## src/trap_defs.svh

```systemverilog
// Widths are fixed by the page-table layout and ring model, so changing them needs matching RTL
`ifndef TRAP_DEFS_SVH
`define TRAP_DEFS_SVH

// Page-table permission field, page bits 15 to 9
`define TRAP_PT_W 7

// Current and page ring number
`define TRAP_RING_W 2

// Encoded trap cause
`define TRAP_CAUSE_W 3

// Input sample to brk, trap and cause
// One stage in the checkers, one in the combiner
`define TRAP_LATENCY 2

`endif

```

## src/trap_pkg.sv

```systemverilog
// Shared types and cause codes, where a lower nonzero code wins in the combiner's priority
`include "trap_defs.svh"

package trap_pkg;

  // Bit 6 write permit, 5 read permit, 4 fetch permit
  // Bit 3 write-in-page-table, 2 page used, 1:0 page ring
  typedef logic [`TRAP_PT_W-1:0] pt_bits_t;

  typedef logic [`TRAP_RING_W-1:0] ring_t;  // Higher number is more privileged

  typedef logic [`TRAP_CAUSE_W-1:0] cause_t;

  localparam cause_t cause_none       = 3'd0;  // No trap this cycle
  localparam cause_t cause_page_fault = 3'd1;  // Page not mapped
  localparam cause_t cause_ring       = 3'd2;  // Page ring above cur_ring
  localparam cause_t cause_perm       = 3'd3;  // Includes page-table write
  localparam cause_t cause_vec_trap   = 3'd4;
  localparam cause_t cause_fetch_trap = 3'd5;
  localparam cause_t cause_intr       = 3'd6;  // Taken on instruction fetch
  localparam cause_t cause_ext        = 3'd7;  // Only cause left under inhibit

endpackage

```

## src/prot_if.sv

```systemverilog
// Registered protection flags, valid one cycle after the access was sampled
`timescale 1ns/100ps

interface prot_if;

  logic page_fault;  // No permit bit set
  logic ring_viol;   // Page ring above current ring
  logic perm_viol;   // Write, fetch or read without permit
  logic pt_write;    // Write to a page-table page

  modport src (
    output page_fault,
    output ring_viol,
    output perm_viol,
    output pt_write
  );

  modport dst (
    input page_fault,
    input ring_viol,
    input perm_viol,
    input pt_write
  );

endinterface

```

## src/evt_if.sv

```systemverilog
// Registered event flags, valid one cycle after the access was sampled
`timescale 1ns/100ps

interface evt_if;

  logic intr;        // Interrupt on fetch
  logic fetch_trap;  // Fetch trap on fetch
  logic vec_trap;    // Vector trap on any valid access
  logic ext_trap;    // Not qualified by acc_valid

  modport src (
    output intr,
    output fetch_trap,
    output vec_trap,
    output ext_trap
  );

  modport dst (
    input intr,
    input fetch_trap,
    input vec_trap,
    input ext_trap
  );

endinterface

```

## src/prot_check.sv

```systemverilog
// Page-used bit (pt_bits[2]) is not checked, and an indirect access always counts as a read
`timescale 1ns/100ps

module prot_check (
  input  logic               clk,
  input  logic               reset,
  input  logic               acc_valid,
  input  logic               acc_fetch,
  input  logic               acc_write,
  input  logic               acc_indirect,
  input  trap_pkg::pt_bits_t pt_bits,
  input  trap_pkg::ring_t    cur_ring,
  prot_if.src                prot
);

  import trap_pkg::*;

  logic  wr_permit;
  logic  rd_permit;
  logic  fx_permit;
  logic  wip_flag;
  ring_t page_ring;
  logic  non_fetch_rd;
  logic  pf_d;
  logic  rv_d;
  logic  pv_d;
  logic  ptw_d;

  assign wr_permit = pt_bits[6];    // Write permit
  assign rd_permit = pt_bits[5];    // Read permit
  assign fx_permit = pt_bits[4];    // Fetch permit
  assign wip_flag  = pt_bits[3];    // Page holds page tables
  assign page_ring = pt_bits[1:0];

  // Data read, or pointer read of an indirect access
  assign non_fetch_rd = ~acc_fetch & (acc_indirect | ~acc_write);

  assign pf_d = acc_valid & ~wr_permit & ~rd_permit & ~fx_permit;  // Unmapped page

  assign rv_d = acc_valid & ~pf_d & (page_ring > cur_ring);  // Needs more privilege

  always_comb begin
    pv_d = 1'b0;
    if (acc_valid && !pf_d && !rv_d) begin
      pv_d = (acc_write & ~wr_permit) |
             (acc_fetch & ~fx_permit) |
             (non_fetch_rd & ~rd_permit);
    end
  end

  // Kept apart so the combiner can fold it into the permission class
  assign ptw_d = acc_valid & ~pf_d & ~rv_d & acc_write & wip_flag;

  always_ff @(posedge clk) begin
    if (reset) begin
      prot.page_fault <= 1'b0;
      prot.ring_viol  <= 1'b0;
      prot.perm_viol  <= 1'b0;
      prot.pt_write   <= 1'b0;
    end else begin
      prot.page_fault <= pf_d;
      prot.ring_viol  <= rv_d;
      prot.perm_viol  <= pv_d;
      prot.pt_write   <= ptw_d;
    end
  end

  // At most one protection class per access, so the cause code is never ambiguous
  a_prot_onehot: assert property (
    @(posedge clk) disable iff (reset)
    $onehot0({prot.page_fault, prot.ring_viol, prot.perm_viol})
  );

endmodule

```

## src/event_detect.sv

```systemverilog
// Event inputs are levels sampled every cycle, and ext_trap is taken even without a valid access
`timescale 1ns/100ps

module event_detect (
  input  logic clk,
  input  logic reset,
  input  logic acc_valid,
  input  logic acc_fetch,
  input  logic int_req,
  input  logic fetch_trap,
  input  logic vec_trap,
  input  logic ext_trap,
  evt_if.src   evt
);

  logic valid_fetch;
  logic intr_d;
  logic ftrap_d;
  logic vtrap_d;

  assign valid_fetch = acc_valid & acc_fetch;

  assign intr_d  = valid_fetch & int_req;     // Interrupt taken between instructions
  assign ftrap_d = valid_fetch & fetch_trap;  // Single-step style trap
  assign vtrap_d = acc_valid & vec_trap;

  always_ff @(posedge clk) begin
    if (reset) begin
      evt.intr       <= 1'b0;
      evt.fetch_trap <= 1'b0;
      evt.vec_trap   <= 1'b0;
      evt.ext_trap   <= 1'b0;
    end else begin
      evt.intr       <= intr_d;
      evt.fetch_trap <= ftrap_d;
      evt.vec_trap   <= vtrap_d;
      evt.ext_trap   <= ext_trap;  // Raw level
    end
  end

  // Fetch-qualified events must trace back to a valid fetch one cycle earlier
  a_fetch_events: assert property (
    @(posedge clk) disable iff (reset)
    (evt.intr || evt.fetch_trap) |-> $past(acc_valid && acc_fetch)
  );

endmodule

```

## src/brk_combine.sv

```systemverilog
// Page-table write protection is always enabled, so pt_write always counts as a permission fault
`timescale 1ns/100ps

module brk_combine (
  input  logic             clk,
  input  logic             reset,
  input  logic             brk_inhibit,
  prot_if.dst              prot,
  evt_if.dst               evt,
  output logic             brk,
  output logic             trap,
  output trap_pkg::cause_t cause
);

  import trap_pkg::*;

  logic   inhibit_q;
  logic   perm_any;
  logic   brk_src;
  logic   brk_d;
  logic   trap_d;
  cause_t cause_d;

  // Lines inhibit up with the checker outputs
  always_ff @(posedge clk) begin
    if (reset) begin
      inhibit_q <= 1'b0;
    end else begin
      inhibit_q <= brk_inhibit;
    end
  end

  assign perm_any = prot.perm_viol | prot.pt_write;

  assign brk_src = prot.page_fault | prot.ring_viol | perm_any |
                   evt.intr | evt.fetch_trap | evt.vec_trap;

  assign brk_d  = brk_src & ~inhibit_q;   // Inhibit masks every break source
  assign trap_d = brk_d | evt.ext_trap;   // External trap bypasses inhibit

  always_comb begin
    cause_d = cause_none;
    if (!inhibit_q && prot.page_fault) begin
      cause_d = cause_page_fault;
    end else if (!inhibit_q && prot.ring_viol) begin
      cause_d = cause_ring;
    end else if (!inhibit_q && perm_any) begin
      cause_d = cause_perm;
    end else if (!inhibit_q && evt.vec_trap) begin
      cause_d = cause_vec_trap;
    end else if (!inhibit_q && evt.fetch_trap) begin
      cause_d = cause_fetch_trap;
    end else if (!inhibit_q && evt.intr) begin
      cause_d = cause_intr;
    end else if (evt.ext_trap) begin
      cause_d = cause_ext;  // Lowest priority
    end
  end

  always_ff @(posedge clk) begin
    if (reset) begin
      brk   <= 1'b0;
      trap  <= 1'b0;
      cause <= cause_none;
    end else begin
      brk   <= brk_d;
      trap  <= trap_d;
      cause <= cause_d;
    end
  end

  a_brk_trap: assert property (
    @(posedge clk) disable iff (reset)
    brk |-> trap
  );

  // A code is reported for every trap and only for a trap
  a_cause_trap: assert property (
    @(posedge clk) disable iff (reset)
    (cause == cause_none) == !trap
  );

endmodule

```

## src/trap_detect.sv

```systemverilog
// Results appear TRAP_LATENCY cycles after the inputs, one access per cycle with no back-pressure
`timescale 1ns/100ps
`include "trap_defs.svh"

module trap_detect (
  input  logic                     clk,
  input  logic                     reset,
  input  logic                     acc_valid,
  input  logic                     acc_fetch,
  input  logic                     acc_write,
  input  logic                     acc_indirect,
  input  logic [`TRAP_PT_W-1:0]    pt_bits,   // Page bits 15 to 9
  input  logic [`TRAP_RING_W-1:0]  cur_ring,
  input  logic                     int_req,
  input  logic                     fetch_trap,
  input  logic                     vec_trap,
  input  logic                     ext_trap,
  input  logic                     brk_inhibit,
  output logic                     brk,
  output logic                     trap,
  output logic [`TRAP_CAUSE_W-1:0] cause
);

  prot_if prot_bus ();  // Checker to combiner
  evt_if  evt_bus ();   // Detector to combiner

  prot_check u_prot_check (
    .clk          (clk),
    .reset        (reset),
    .acc_valid    (acc_valid),
    .acc_fetch    (acc_fetch),
    .acc_write    (acc_write),
    .acc_indirect (acc_indirect),
    .pt_bits      (pt_bits),
    .cur_ring     (cur_ring),
    .prot         (prot_bus.src)
  );

  event_detect u_event_detect (
    .clk        (clk),
    .reset      (reset),
    .acc_valid  (acc_valid),
    .acc_fetch  (acc_fetch),
    .int_req    (int_req),
    .fetch_trap (fetch_trap),
    .vec_trap   (vec_trap),
    .ext_trap   (ext_trap),
    .evt        (evt_bus.src)
  );

  brk_combine u_brk_combine (
    .clk         (clk),
    .reset       (reset),
    .brk_inhibit (brk_inhibit),  // Delayed inside to match the data
    .prot        (prot_bus.dst),
    .evt         (evt_bus.dst),
    .brk         (brk),
    .trap        (trap),
    .cause       (cause)
  );

endmodule

```

## config.mk

```make
export PLATFORM = sky130hd
export DESIGN_NAME = trap_detect
export DESIGN_NICKNAME = d
export VERILOG_FILES = /design/src/trap_pkg.sv /design/src/prot_if.sv /design/src/evt_if.sv /design/src/prot_check.sv /design/src/event_detect.sv /design/src/brk_combine.sv /design/src/trap_detect.sv
export VERILOG_INCLUDE_DIRS = /design/src
export SDC_FILE = /design/constraint.sdc
export NUM_CORES = 1
export LEC_CHECK = 0
export ABC_CLOCK_PERIOD_IN_PS = 3650
export BUFFER_PORTS_ARGS = -buffer_cell sky130_fd_sc_hd__buf_2
export CAP_MARGIN = 20
export CORE_UTILIZATION = 35
export CTS_BUF_LIST = sky130_fd_sc_hd__clkbuf_4 sky130_fd_sc_hd__clkbuf_8
export DETAILED_ROUTE_END_ITERATION = 6
export PLACE_DENSITY = 0.67
export SLEW_MARGIN = 20
export SYNTH_ARGS = -nofsm -noshare
export SYNTH_HDL_FRONTEND = slang
export SYNTH_SLANG_ARGS = --single-unit
```

## constraint.sdc

```tcl
create_clock -name clk -period 3.65 [get_ports clk]
set_clock_uncertainty 0.15 [all_clocks]
set_input_delay 1.095 -clock clk [delete_from_list [all_inputs] [get_ports clk]]
set_output_delay 1.095 -clock clk [all_outputs]
set_load 0.02 [all_outputs]
```

### Word level (Yosys, flattened, before mapping)

Index checks and enable logic that the tools add are counted.
Widths: inputs -> output; s select.

| word-level totals | value |
|---|---|
| flip-flop bits (word level) | 14 |
| input bits | 20 |

| operators by class | value |
|---|---|
| $lt $le $gt $ge | 1 |
| mux-type cells | 7 |
| bitwise logic cells | 36 |
| reduce and logical (&&, ||, !) cells | 14 |

Operators by type and width:

| operator | count |
|---|---|
| $and 1x1->1 | 17 |
| $mux 3 | 4 |
| $or 1x1->1 | 10 |
| $not 1->1 | 9 |
| $logic_and 1x1->1 | 8 |
| $mux 2 | 2 |
| $reduce_or 2->1 | 2 |
| $reduce_or 4->1 | 1 |
| $logic_not 1->1 | 3 |
| $gt 2x2->1 | 1 |
| $mux 1 | 1 |

### Depth between registers and ports, before layout

Gate-level depths: netlist (run 1).

| logic depth | value |
|---|---|
| depth after elaboration | 11 |
| mapped depth | 5 |
| gate-level depth less buffers | 5 |

### By module

From an unflattened synthesis (run 1), not the netlist that was laid out.

| second synthesis, totals | value |
|---|---|
| cells, all modules | 62 |
| area, all modules | 599.3 µm² |

Modules (own cells, without submodules):

| module | instances | cells each | area each (µm²) | seq. area each (µm²) |
|---|---|---|---|---|
| brk_combine | 1 | 31 | 270.3 | 120.1 |
| prot_check | 1 | 23 | 210.2 | 80.1 |
| event_detect | 1 | 8 | 118.9 | 80.1 |

### Least setup slack after synthesis (run 1)

OpenSTA, ideal clock, no wires.

| path | value |
|---|---|
| kind | in2reg |
| from | input port cur_ring[1] |
| to | register u_prot_check.prot.ring_viol |
| library setup time | 0.060 ns |
| data arrival time | 1.906 ns |
| data required time | 3.440 ns |
| setup slack | 1.534 ns |
| cell stages on the path | 5 |
| path buffers | 0 |
| cell sequence | inv_1 ha_1 nor2b_1 a2bb2oi_1 o311a_1 |

| on the way | value |
|---|---|
| cells in the longest elaborated chain, start to end | 2 |

Ends and longest elaborated chain:

| element | line | text |
|---|---|---|
| start, declared | trap_detect.sv:13 | `` input logic [`TRAP_RING_W-1:0] cur_ring, `` |
| $gt 2x2->1 | prot_check.sv:40 | `assign rv_d = acc_valid & ~pf_d & (page_ring > cur_ring);` |
| $and 1x1->1 | prot_check.sv:40 |  |
| end signal, assigned | prot_check.sv:62 | `prot.ring_viol <= rv_d;` |
| end, declared | prot_if.sv:13 | `output ring_viol,` |

Every way passes these cells.
A chain may end at the register's enable or synchronous reset.

### Worst setup path after layout (run 1)

Same ends and word-level chain as after synthesis.

==> impl_metrics.tcl, run 1 <==
set metrics [dict create \
    path_buf_inv 2 \
    drive_gt1_share_pct 36.9 \
    synth_top_area_share_pct 47.4 \
    worst-r2r-setup-slack_ps 2420 \
    finalCritPeriodShare_pct 55.9 \
    maxCapViolations 0 \
    finalSetupViolCount 0 \
    synth_cell_types 28 \
    viasPerCell 5.03 \
    design_power_total_uw 323 \
    vias 503 \
    cts.sinks 14 \
    initialDrtViolationCount 8 \
    cp-start-kind "input port" \
    end_kind "flop" \
    antenna_found_initial 0 \
    hold_violations 0 \
    synth_mux_area_share_pct 0 \
    clock_latency_ps 270 \
    synthesis.nets 80 \
    dieHeight_um 43.1 \
    cp_slowest_cell "ha_1" \
    grt_use_total_pct 12.6 \
    place_area_um2 716 \
    yosysWarnings 0 \
    crit_family "compound AO/OA/AOI/OAI gates" \
    area_delta_synth_final_pct 27.1 \
    slew_headroom_pct 75.0 \
    synth_compound_area_share_pct 18.4 \
    synth-edff-count 0 \
    crit_type "input port to flop" \
    fin_crit_ps 2040 \
    ys_async_sr_fraction_pct 0 \
    finalNetCount 107 \
    clk_pin_slew_worst_paths_ps 80 \
    final_cell_area_um2 752 \
    rows 14 \
    synth_top_family_by_area "simple AND/OR/NAND/NOR gates" \
    grt_max_degree 10 \
    synthSimpleGateAreaFrac_pct 25.6 \
    dr.pass1.iters 2 \
    synthTopCellsByArea "dfxtp_1, ha_1, nor2b_1" \
    vdd_drop_max_v 0.000173 \
    instances_no_fill 100 \
    gp_congestion 0.763 \
    cp_max_fo 3 \
    synthAdderAreaFrac_pct 4.23 \
    cts-htree-levels 1 \
    cts.path.max_buffers 2 \
    coreArea_um2 1540 \
    overflow 0 \
    cts_made_buffers 3 \
    portBuffers 23 \
    syn_area_um2 592 \
    powerDensity_nw_per_um2 429 \
    worstPathArrival_ps 2110 \
    worstMarginPinSlew_ps 371 \
    cp_slowest_stage_delay_ps 280 \
    cts_hold_buf 0 \
    slew_violations 0 \
    grt_pass1_wl_mm 1.78 \
    clockRootBuffer "clkbuf_4" \
    crit_required_ps 3720 \
    synth.most_common_cell "dfxtp_1" \
    dp_hpwl_um 791 \
    floorplan.initialDensity_pct 38.4 \
    cts_setup_buffers 0 \
    seq_area_frac_synth_pct 47.4 \
    synth_area_per_cell_um2 10.2 \
    hp-class "flop to flop" \
    ctsResizeCount 0 \
    synthCells 58 \
    path_cells "buf_2 -> inv_1 -> ha_1 -> nor2b_1 -> a2bb2oi_1 -> o311a_1" \
    io_pins 25 \
    diodes 0 \
    grt_pass1_vias 481 \
    status "finished, final reports clean" \
    drt-total-wl_um 982 \
    yosys_most_used_dff "dfxtp_1" \
    die_x_um 43.1 \
    synth_xor_area_share_pct 0 \
    fmax_mhz 490 \
    synth_top_area_cell "dfxtp_1" \
    post-place-cells 96 \
    tns_ps 0 \
    grt_setup_unrepaired "false" \
    drc 0 \
    ant_nets 0 \
    die_area_um2 1860 \
    cts_tree "yes" \
    ys_seq_elements 14 \
    routedWlPerCell_um 9.82 \
    synth.top_cells.by_count "dfxtp_1, inv_1, nor2_1, nor2b_1, nor3_1" \
    cellLeakagePower_uw 0.000360 \
]
-- routing by layer --
layer / track usage [%] / routed length [um] / up-vias
li1: - / - / 260
met1: 14.5 / 431 / 225
met2: 22.1 / 504 / 18
met3: 2.55 / 47 / 0
met4: 5.45 / 0 / 0
met5: 0 / 0 / -
-- area by class of cell --
class | count | area (um2)
Sequential cell | 14 | 280
Multi-Input combinational cell | 39 | 285
Tap cell | 16 | 20.0
Inverter | 4 | 15.0
Clock buffer | 4 | 36.3
Fill cell | 164 | 790
Timing Repair Buffer | 23 | 115
-- final timing paths --
path | start | to | cells past startpoint
setup / recovery | cur_ring[1] | u_prot_check.prot.ring_viol | 6
hold / removal | u_prot_check.prot.ring_viol | u_brk_combine.cause[0] | 1
setup reg to reg | u_brk_combine.inhibit_q | u_brk_combine.cause[0] | 2
hold reg to reg | u_prot_check.prot.ring_viol | u_brk_combine.cause[0] | 1
-- placed cells by master (no fill, tap or decap), types with 2 or more instances in the layout --
cell type	Yosys	final
buf_2	0	23
dfxtp_1	14	14
inv_1	4	4
nor2b_1	4	4
nor3_1	4	4
nor2_1	4	4
clkbuf_4	0	3
nand2b_1	2	2
and2_1	2	2
and3_1	2	2
a21oi_1	2	2
ha_1	2	2
-- through the flow --
stage	utilization, %	worst slack, ps	hold WS (ps)
floorplan	-	1530	314
global placement	46.4	1360	349
detailed placement	46.4	1330	347
CTS	48.8	1610	359
global route	48.8	1570	368
finish	48.8	1610	356
-- registers in the layout, indices dropped and copies added (netlist names) --
signal and flops:
u_brk_combine.trap 1, u_event_detect.evt.ext_trap 1, u_event_detect.evt.vec_trap 1, u_event_detect.evt.intr 1
u_brk_combine.brk 1, u_prot_check.prot.page_fault 1, u_prot_check.prot.ring_viol 1, u_event_detect.evt.fetch_trap 1
u_prot_check.prot.pt_write 1, u_brk_combine.cause 3, u_prot_check.prot.perm_viol 1, u_brk_combine.inhibit_q 1
-- logic make-up (layout without fill, tap and decap cells) --
group | Yosys count | in the layout
buffers and inverters | 5 | 31
adders and majority gates | 2 | 2
and+or+nand+nor | 24 | 24
DFF | 14 | 14
AOI/OAI and AO/OA | 13 | 13
-- power by group --
group          internal [uW]  switching, uW
combinational           25.4           24.3
sequential               161           5.30
clock                   60.6           46.0
Power figures use the tool's default switching activity.
==> run 2, diff against run 1 <==
- ABC_AREA: not set -> 1
- ABC_CLOCK_PERIOD_IN_PS: 3650 -> 1890
- PLACE_DENSITY: 0.67 -> 0.66
- clock period: 3.65 -> 1.89 ns (I/O delays scaled with it)
==> run 2 against run 1 <==
Effect of this change:
- global-route usage down 0.18 points
- sequential power grew 91%
- synthesized cell count grew 43%
- worst setup slack worse by 1200 ps
- cell count up 25%
- clock-buffer cell count unchanged
- wire length rose by 2.9%
- via count increased by 9.1%
- area after synthesis increased by 1.5%
- largest power group unchanged
- die area up 1.4%
- combinational power increased by 100%
- the run now ends with design-rule violations left
- critical endpoint is now trap
==> impl_metrics.tcl, run 2 <==
set metrics [dict create \
    crit_required_ps 1170 \
    finalSetupViolCount 0 \
    drc 9 \
    dr_wl_met2_um 503 \
    dieHeight_um 43.4 \
    grt_pass1_wl_mm 1.65 \
    path_cells "buf_2" \
    synthTopCellsByArea "dfxtp_1, nand2_1, nor2_1" \
    overflow 0 \
    clockRootBuffer "clkbuf_4" \
    ant_nets 0 \
    switching_power_uw 150 \
    synth_area_per_cell_um2 7.24 \
    power_frac_seq_pct 51.0 \
    top_layer_used "met3" \
    wl_met3_um 57 \
    grt_setup_unrepaired "false" \
    cts_setup_buffers 0 \
    vias 549 \
    worstHoldPathCells 2 \
    diodes 0 \
    cts_hold_buf 0 \
    yosys_most_used_dff "dfxtp_1" \
    synth-edff-count 0 \
    slew_violations 0 \
    clock_latency_ps 270 \
    layout_common_cells "buf_2, nand2_1, nor2_1, dfxtp_1, inv_1" \
    cp_slowest_cell "dfxtp_1" \
    layout_commonest_cell "buf_2" \
    min_from "u_prot_check.prot.page_fault" \
    crit_type "flop to primary output" \
    ys_seq_elements 14 \
    coreArea_um2 1560 \
    rows 14 \
    finalNetCount 132 \
    drive_gt1_share_pct 31.2 \
    holdPathEnd "u_brk_combine.cause[0]" \
    synth.top_cells.by_count "nand2_1, nor2_1, dfxtp_1" \
    slew_headroom_pct 85.6 \
    violations "design-rule violations" \
    antenna_found_initial 0 \
    grt_max_degree 10 \
    finalCritPeriodShare_pct 76.7 \
    r2r_end "u_brk_combine.cause[0]" \
    synthesis.nets 105 \
    worstPathArrival_ps 730 \
    area_delta_synth_final_pct 26.7 \
    routedWlPerCell_um 8.08 \
    io_pins 25 \
    cellLeakagePower_uw 0.000416 \
    synthCells 83 \
    worst-r2r-setup-slack_ps 830 \
    ctsResizeCount 0 \
    hold_violations 0 \
    r2r-start "u_brk_combine.inhibit_q" \
    power_frac_clock_pct 32.9 \
    cts_tree "yes" \
    end_kind "primary output" \
    dr.pass1.iters 6 \
    powerDensity_nw_per_um2 816 \
    fin_crit_ps 1450 \
    cp-start-kind "flop" \
    maxCapViolations 0 \
    dp_slack_ps 263 \
    cp_slowest_stage_delay_ps 310 \
    cts.path.max_buffers 2 \
    fin_util_pct 48.8 \
    ys_async_sr_fraction_pct 0 \
    viasPerCell 4.39 \
    synth.most_common_cell "nand2_1" \
    cts.sinks 14 \
    p_int_uw 470 \
    floorplan.initialDensity_pct 38.5 \
    yosysWarnings 0 \
    top_register "u_brk_combine.cause" \
    status "finished, violations left" \
    tns_ps 0 \
    synth_cell_types 15 \
    portBuffers 23 \
    cp_max_fo 1 \
    wl_met1_um 450 \
    grt_pass1_vias 455 \
    reg2regPathDepth 8 \
    clk_pin_slew_worst_paths_ps 80 \
    seq_area_frac_synth_pct 46.7 \
    die_area_um2 1890 \
    largest_reg_flops 3 \
    setup_ws_ps 441 \
    die_x_um 43.4 \
    design_power_total_uw 621 \
    worstMarginPinSlew_ps 215 \
    synth_top_area_cell "dfxtp_1" \
    fmax_mhz 690 \
    vdd_drop_max_v 0.000353 \
    combPwrFrac_pct 16.0 \
    dp_hpwl_um 836 \
    swShare_pct 24.2 \
    hp-class "flop to flop" \
    syn_area_um2 601 \
    drt-total-wl_mm 1.01 \
    cts-htree-levels 1 \
    path_buf_inv 1 \
    grt_use_total_pct 12.4 \
    cts_made_buffers 3 \
    fillers 160 \
    crit_family "flip-flops" \
    synth_top_area_share_pct 46.7 \
    initialDrtViolationCount 21 \
    gp_congestion 0.756 \
]
-- run 2: worst max path at each step --
| stage | start | slack, ps | cells past startpoint | end |
|---|---|---|---|---|
| 2_1_floorplan | cur_ring[1] | 430 | 7 | u_prot_check.prot.perm_viol |
| 3_3_place_gp | pt_bits[1] | 270 | 7 | u_prot_check.prot.perm_viol |
| 3_5_place_dp | pt_bits[1] | 260 | 7 | u_prot_check.prot.pt_write |
| 4_1_cts | u_brk_combine.cause[2] | 420 | 1 | cause[2] |
| 5_1_grt | u_brk_combine.cause[0] | 390 | 1 | cause[0] |
| 6_report | u_brk_combine.trap | 440 | 1 | trap |
-- run 2: logic make-up after synthesis --
group	count (synthesis)	share of synthesized area (%)
buffers and inverters	15	10.6
AO/OA/AOI/OAI	11	10.6
adder cells (fa/ha/maj)	2	4.17
AND/OR/NAND/NOR	41	27.9
flip-flops	14	46.7
-- run 2: final cells by class --
cell class                      count  area [um2]  area share, %
Clock buffer                        4        36.3           4.77
Inverter                           14        52.6           6.91
Multi-Input combinational cell     54         256           33.7
Sequential cell                    14         280           36.8
Tap cell                           16        20.0           2.63
Timing Repair Buffer               23         115           15.1
-- run 2: stage by stage --
stage               hold slack [ps]  area (um2)  instances
finish                          337         761        125
global route                    352         761        125
CTS                             333         761        125
detailed placement              329         724        121
global placement                326         724        121
floorplan                       313         601         83
-- run 2: metal layers --
metal	vias to the layer above	GRT usage, %
met4	0	11.3
met3	0	2.50
met1	222	12.6
met5	-	0
li1	303	-
met2	24	21.2
-- run 2: power by group through the flow --
stage | Clock, uW | Sequential (uW) | Combinational (uW)
CTS | 211 | 317 | 101
floorplan | 0 | 335 | 53.2
finish | 204 | 317 | 99.5
global placement | 0 | 324 | 97.7
detailed placement | 0 | 324 | 100
global route | 222 | 318 | 114
==> run 3, diff against run 2 <==
- ABC_CLOCK_PERIOD_IN_PS: 1890 -> 1300
- PLACE_DENSITY: 0.66 -> 0.69
- clock period: 1.89 -> 1.3 ns (I/O delays scaled with it)
==> run 3 against run 2 <==
Effect of this change:
- the run still ends with design-rule violations left
- non-clock buffer count rose by 1
- via count fell by 1.5%
- highest routed layer unchanged
- worst setup slack got worse by 410 ps
- global-route usage rose by 0.22 points
- first-iteration DRC count fell by 38%
- critical endpoint is now cause[2]
- sequential share of layout area fell by 0.71 points
- critical path type unchanged
- cell area rose by 2.0%
- critical path depth did not move
==> impl_metrics.tcl, run 3 (same netlist as run 2, synthesis figures left out) <==
set metrics [dict create \
    fin_crit_ps 1270 \
    antenna_found_initial 0 \
    cellLeakagePower_uw 0.000422 \
    worstHoldPathCells 3 \
    vias 541 \
    tns_ps 0 \
    maxCapViolations 0 \
    clk_pin_slew_worst_paths_ps 80 \
    rows 14 \
    cp_slowest_stage_delay_ps 310 \
    worstMarginPinSlew_ps 185 \
    clock_latency_ps 270 \
    cp_slowest_cell "dfxtp_1" \
    crit_type "flop to primary output" \
    cp-start-kind "flop" \
    switching_power_uw 224 \
    path_cells "buf_2" \
    ant_nets 0 \
    hp-class "input port to flop" \
    design_power_total_uw 915 \
    worst-r2r-setup-slack_ps 240 \
    drt-total-wl_mm 1.05 \
    grt_max_degree 9 \
    cp_max_fo 1 \
    fmax_mhz 787 \
    viasPerCell 4.29 \
    die_area_um2 1890 \
    initialDrtViolationCount 13 \
    r2r-start "u_brk_combine.inhibit_q" \
    io_pins 25 \
    routedWlPerCell_um 8.30 \
    status "finished, violations left" \
    die_x_um 43.4 \
    crit_family "flip-flops" \
    grt_pass1_vias 486 \
    cts_made_buffers 3 \
    layout_common_cells "buf_2, nand2_1, nor2_1, dfxtp_1, inv_1" \
    worst_hold_slack_ps 164 \
    dp_hpwl_um 860 \
    fin_util_pct 49.8 \
    drive_gt1_share_pct 31.8 \
    path_buf_inv 1 \
    finalNetCount 133 \
    dr.pass1.iters 7 \
    grt_use_total_pct 12.6 \
    end_kind "primary output" \
    ctsResizeCount 0 \
    area_delta_synth_final_pct 29.2 \
    drc 3 \
    power_frac_clock_pct 33.0 \
    dieHeight_um 43.4 \
    grt_pass1_wl_mm 1.75 \
    min_from "ext_trap" \
    reg2regPathDepth 8 \
    p_int_uw 691 \
    hold_violations 0 \
    finalCritPeriodShare_pct 97.8 \
    cts-htree-levels 1 \
    clockRootBuffer "clkbuf_4" \
    slew_violations 0 \
    floorplan.initialDensity_pct 38.5 \
    r2r_end "u_brk_combine.cause[0]" \
    instances_no_fill 126 \
    slew_headroom_pct 87.6 \
    diodes 0 \
    violations "design-rule violations" \
    cts.path.max_buffers 2 \
    worstPathArrival_ps 730 \
    cts_setup_buffers 0 \
    swShare_pct 24.5 \
    power_frac_seq_pct 50.4 \
    coreArea_um2 1560 \
    top_register "u_brk_combine.cause" \
    layout_commonest_cell "buf_2" \
    holdPathEnd "u_event_detect.evt.ext_trap" \
    cts_hold_buf 0 \
    crit_required_ps 760 \
    finalSetupViolCount 0 \
    vdd_drop_max_v 0.000526 \
    overflow 0 \
    powerDensity_nw_per_um2 1180 \
    grt_setup_unrepaired "false" \
    gp_congestion 0.741 \
    portBuffers 23 \
    cts_tree "yes" \
    cts.sinks 14 \
    largest_reg_flops 3 \
    post-place-cells 122 \
    combPwrFrac_pct 16.5 \
]
==> run 3: changes by cell type in the layout (fill, tap and decap cells not counted) <==
cell,before,now
buf_2,23,20
buf_4,0,4
==> run 3: area by class of cell <==
type | count | area (um2)
fill | 151 | 783
timing repair buffer | 24 | 130
inverter | 14 | 52.6
tap | 16 | 20.0
multi-input combinational | 54 | 256
clock buffer | 4 | 36.3
sequential | 14 | 280
==> run 3: per-layer routing <==
layer / track usage, % / share of wire [%] / up-vias
li1: - / - / 305
met4: 7.50 / 0 / 0
met1: 12.7 / 43 / 216
met3: 2.50 / 4.6 / 0
met2: 23.6 / 52 / 20
met5: 0 / 0 / -
==> run 3: worst max path at each step <==
stage	startpoint	endpoint	slack, ps	cells past startpoint
3_3_place_gp	pt_bits[1]	u_prot_check.prot.pt_write	-120	7
6_report	u_brk_combine.cause[2]	cause[2]	30	1
5_1_grt	u_brk_combine.cause[2]	cause[2]	6	1
4_1_cts	u_brk_combine.cause[1]	cause[1]	10	1
3_5_place_dp	pt_bits[1]	u_prot_check.prot.pt_write	-150	7
2_1_floorplan	cur_ring[1]	u_prot_check.prot.perm_viol	20	7
==> run 3: power by group through the flow <==
| stage | Sequential, uW | Clock [uW] | Combinational (uW) |
|---|---|---|---|
| floorplan | 488 | 0 | 77.3 |
| global route | 464 | 326 | 171 |
| global placement | 470 | 0 | 143 |
| finish | 461 | 302 | 151 |
| detailed placement | 471 | 0 | 148 |
| CTS | 461 | 314 | 149 |
==> run 3: stage by stage <==
step	worst slack [ps]	area (um2)
6_report	28.9	776
4_1_cts	10.4	768
2_1_floorplan	19.2	601
5_1_grt	5.86	776
3_5_place_dp	-150	732
3_3_place_gp	-118	732
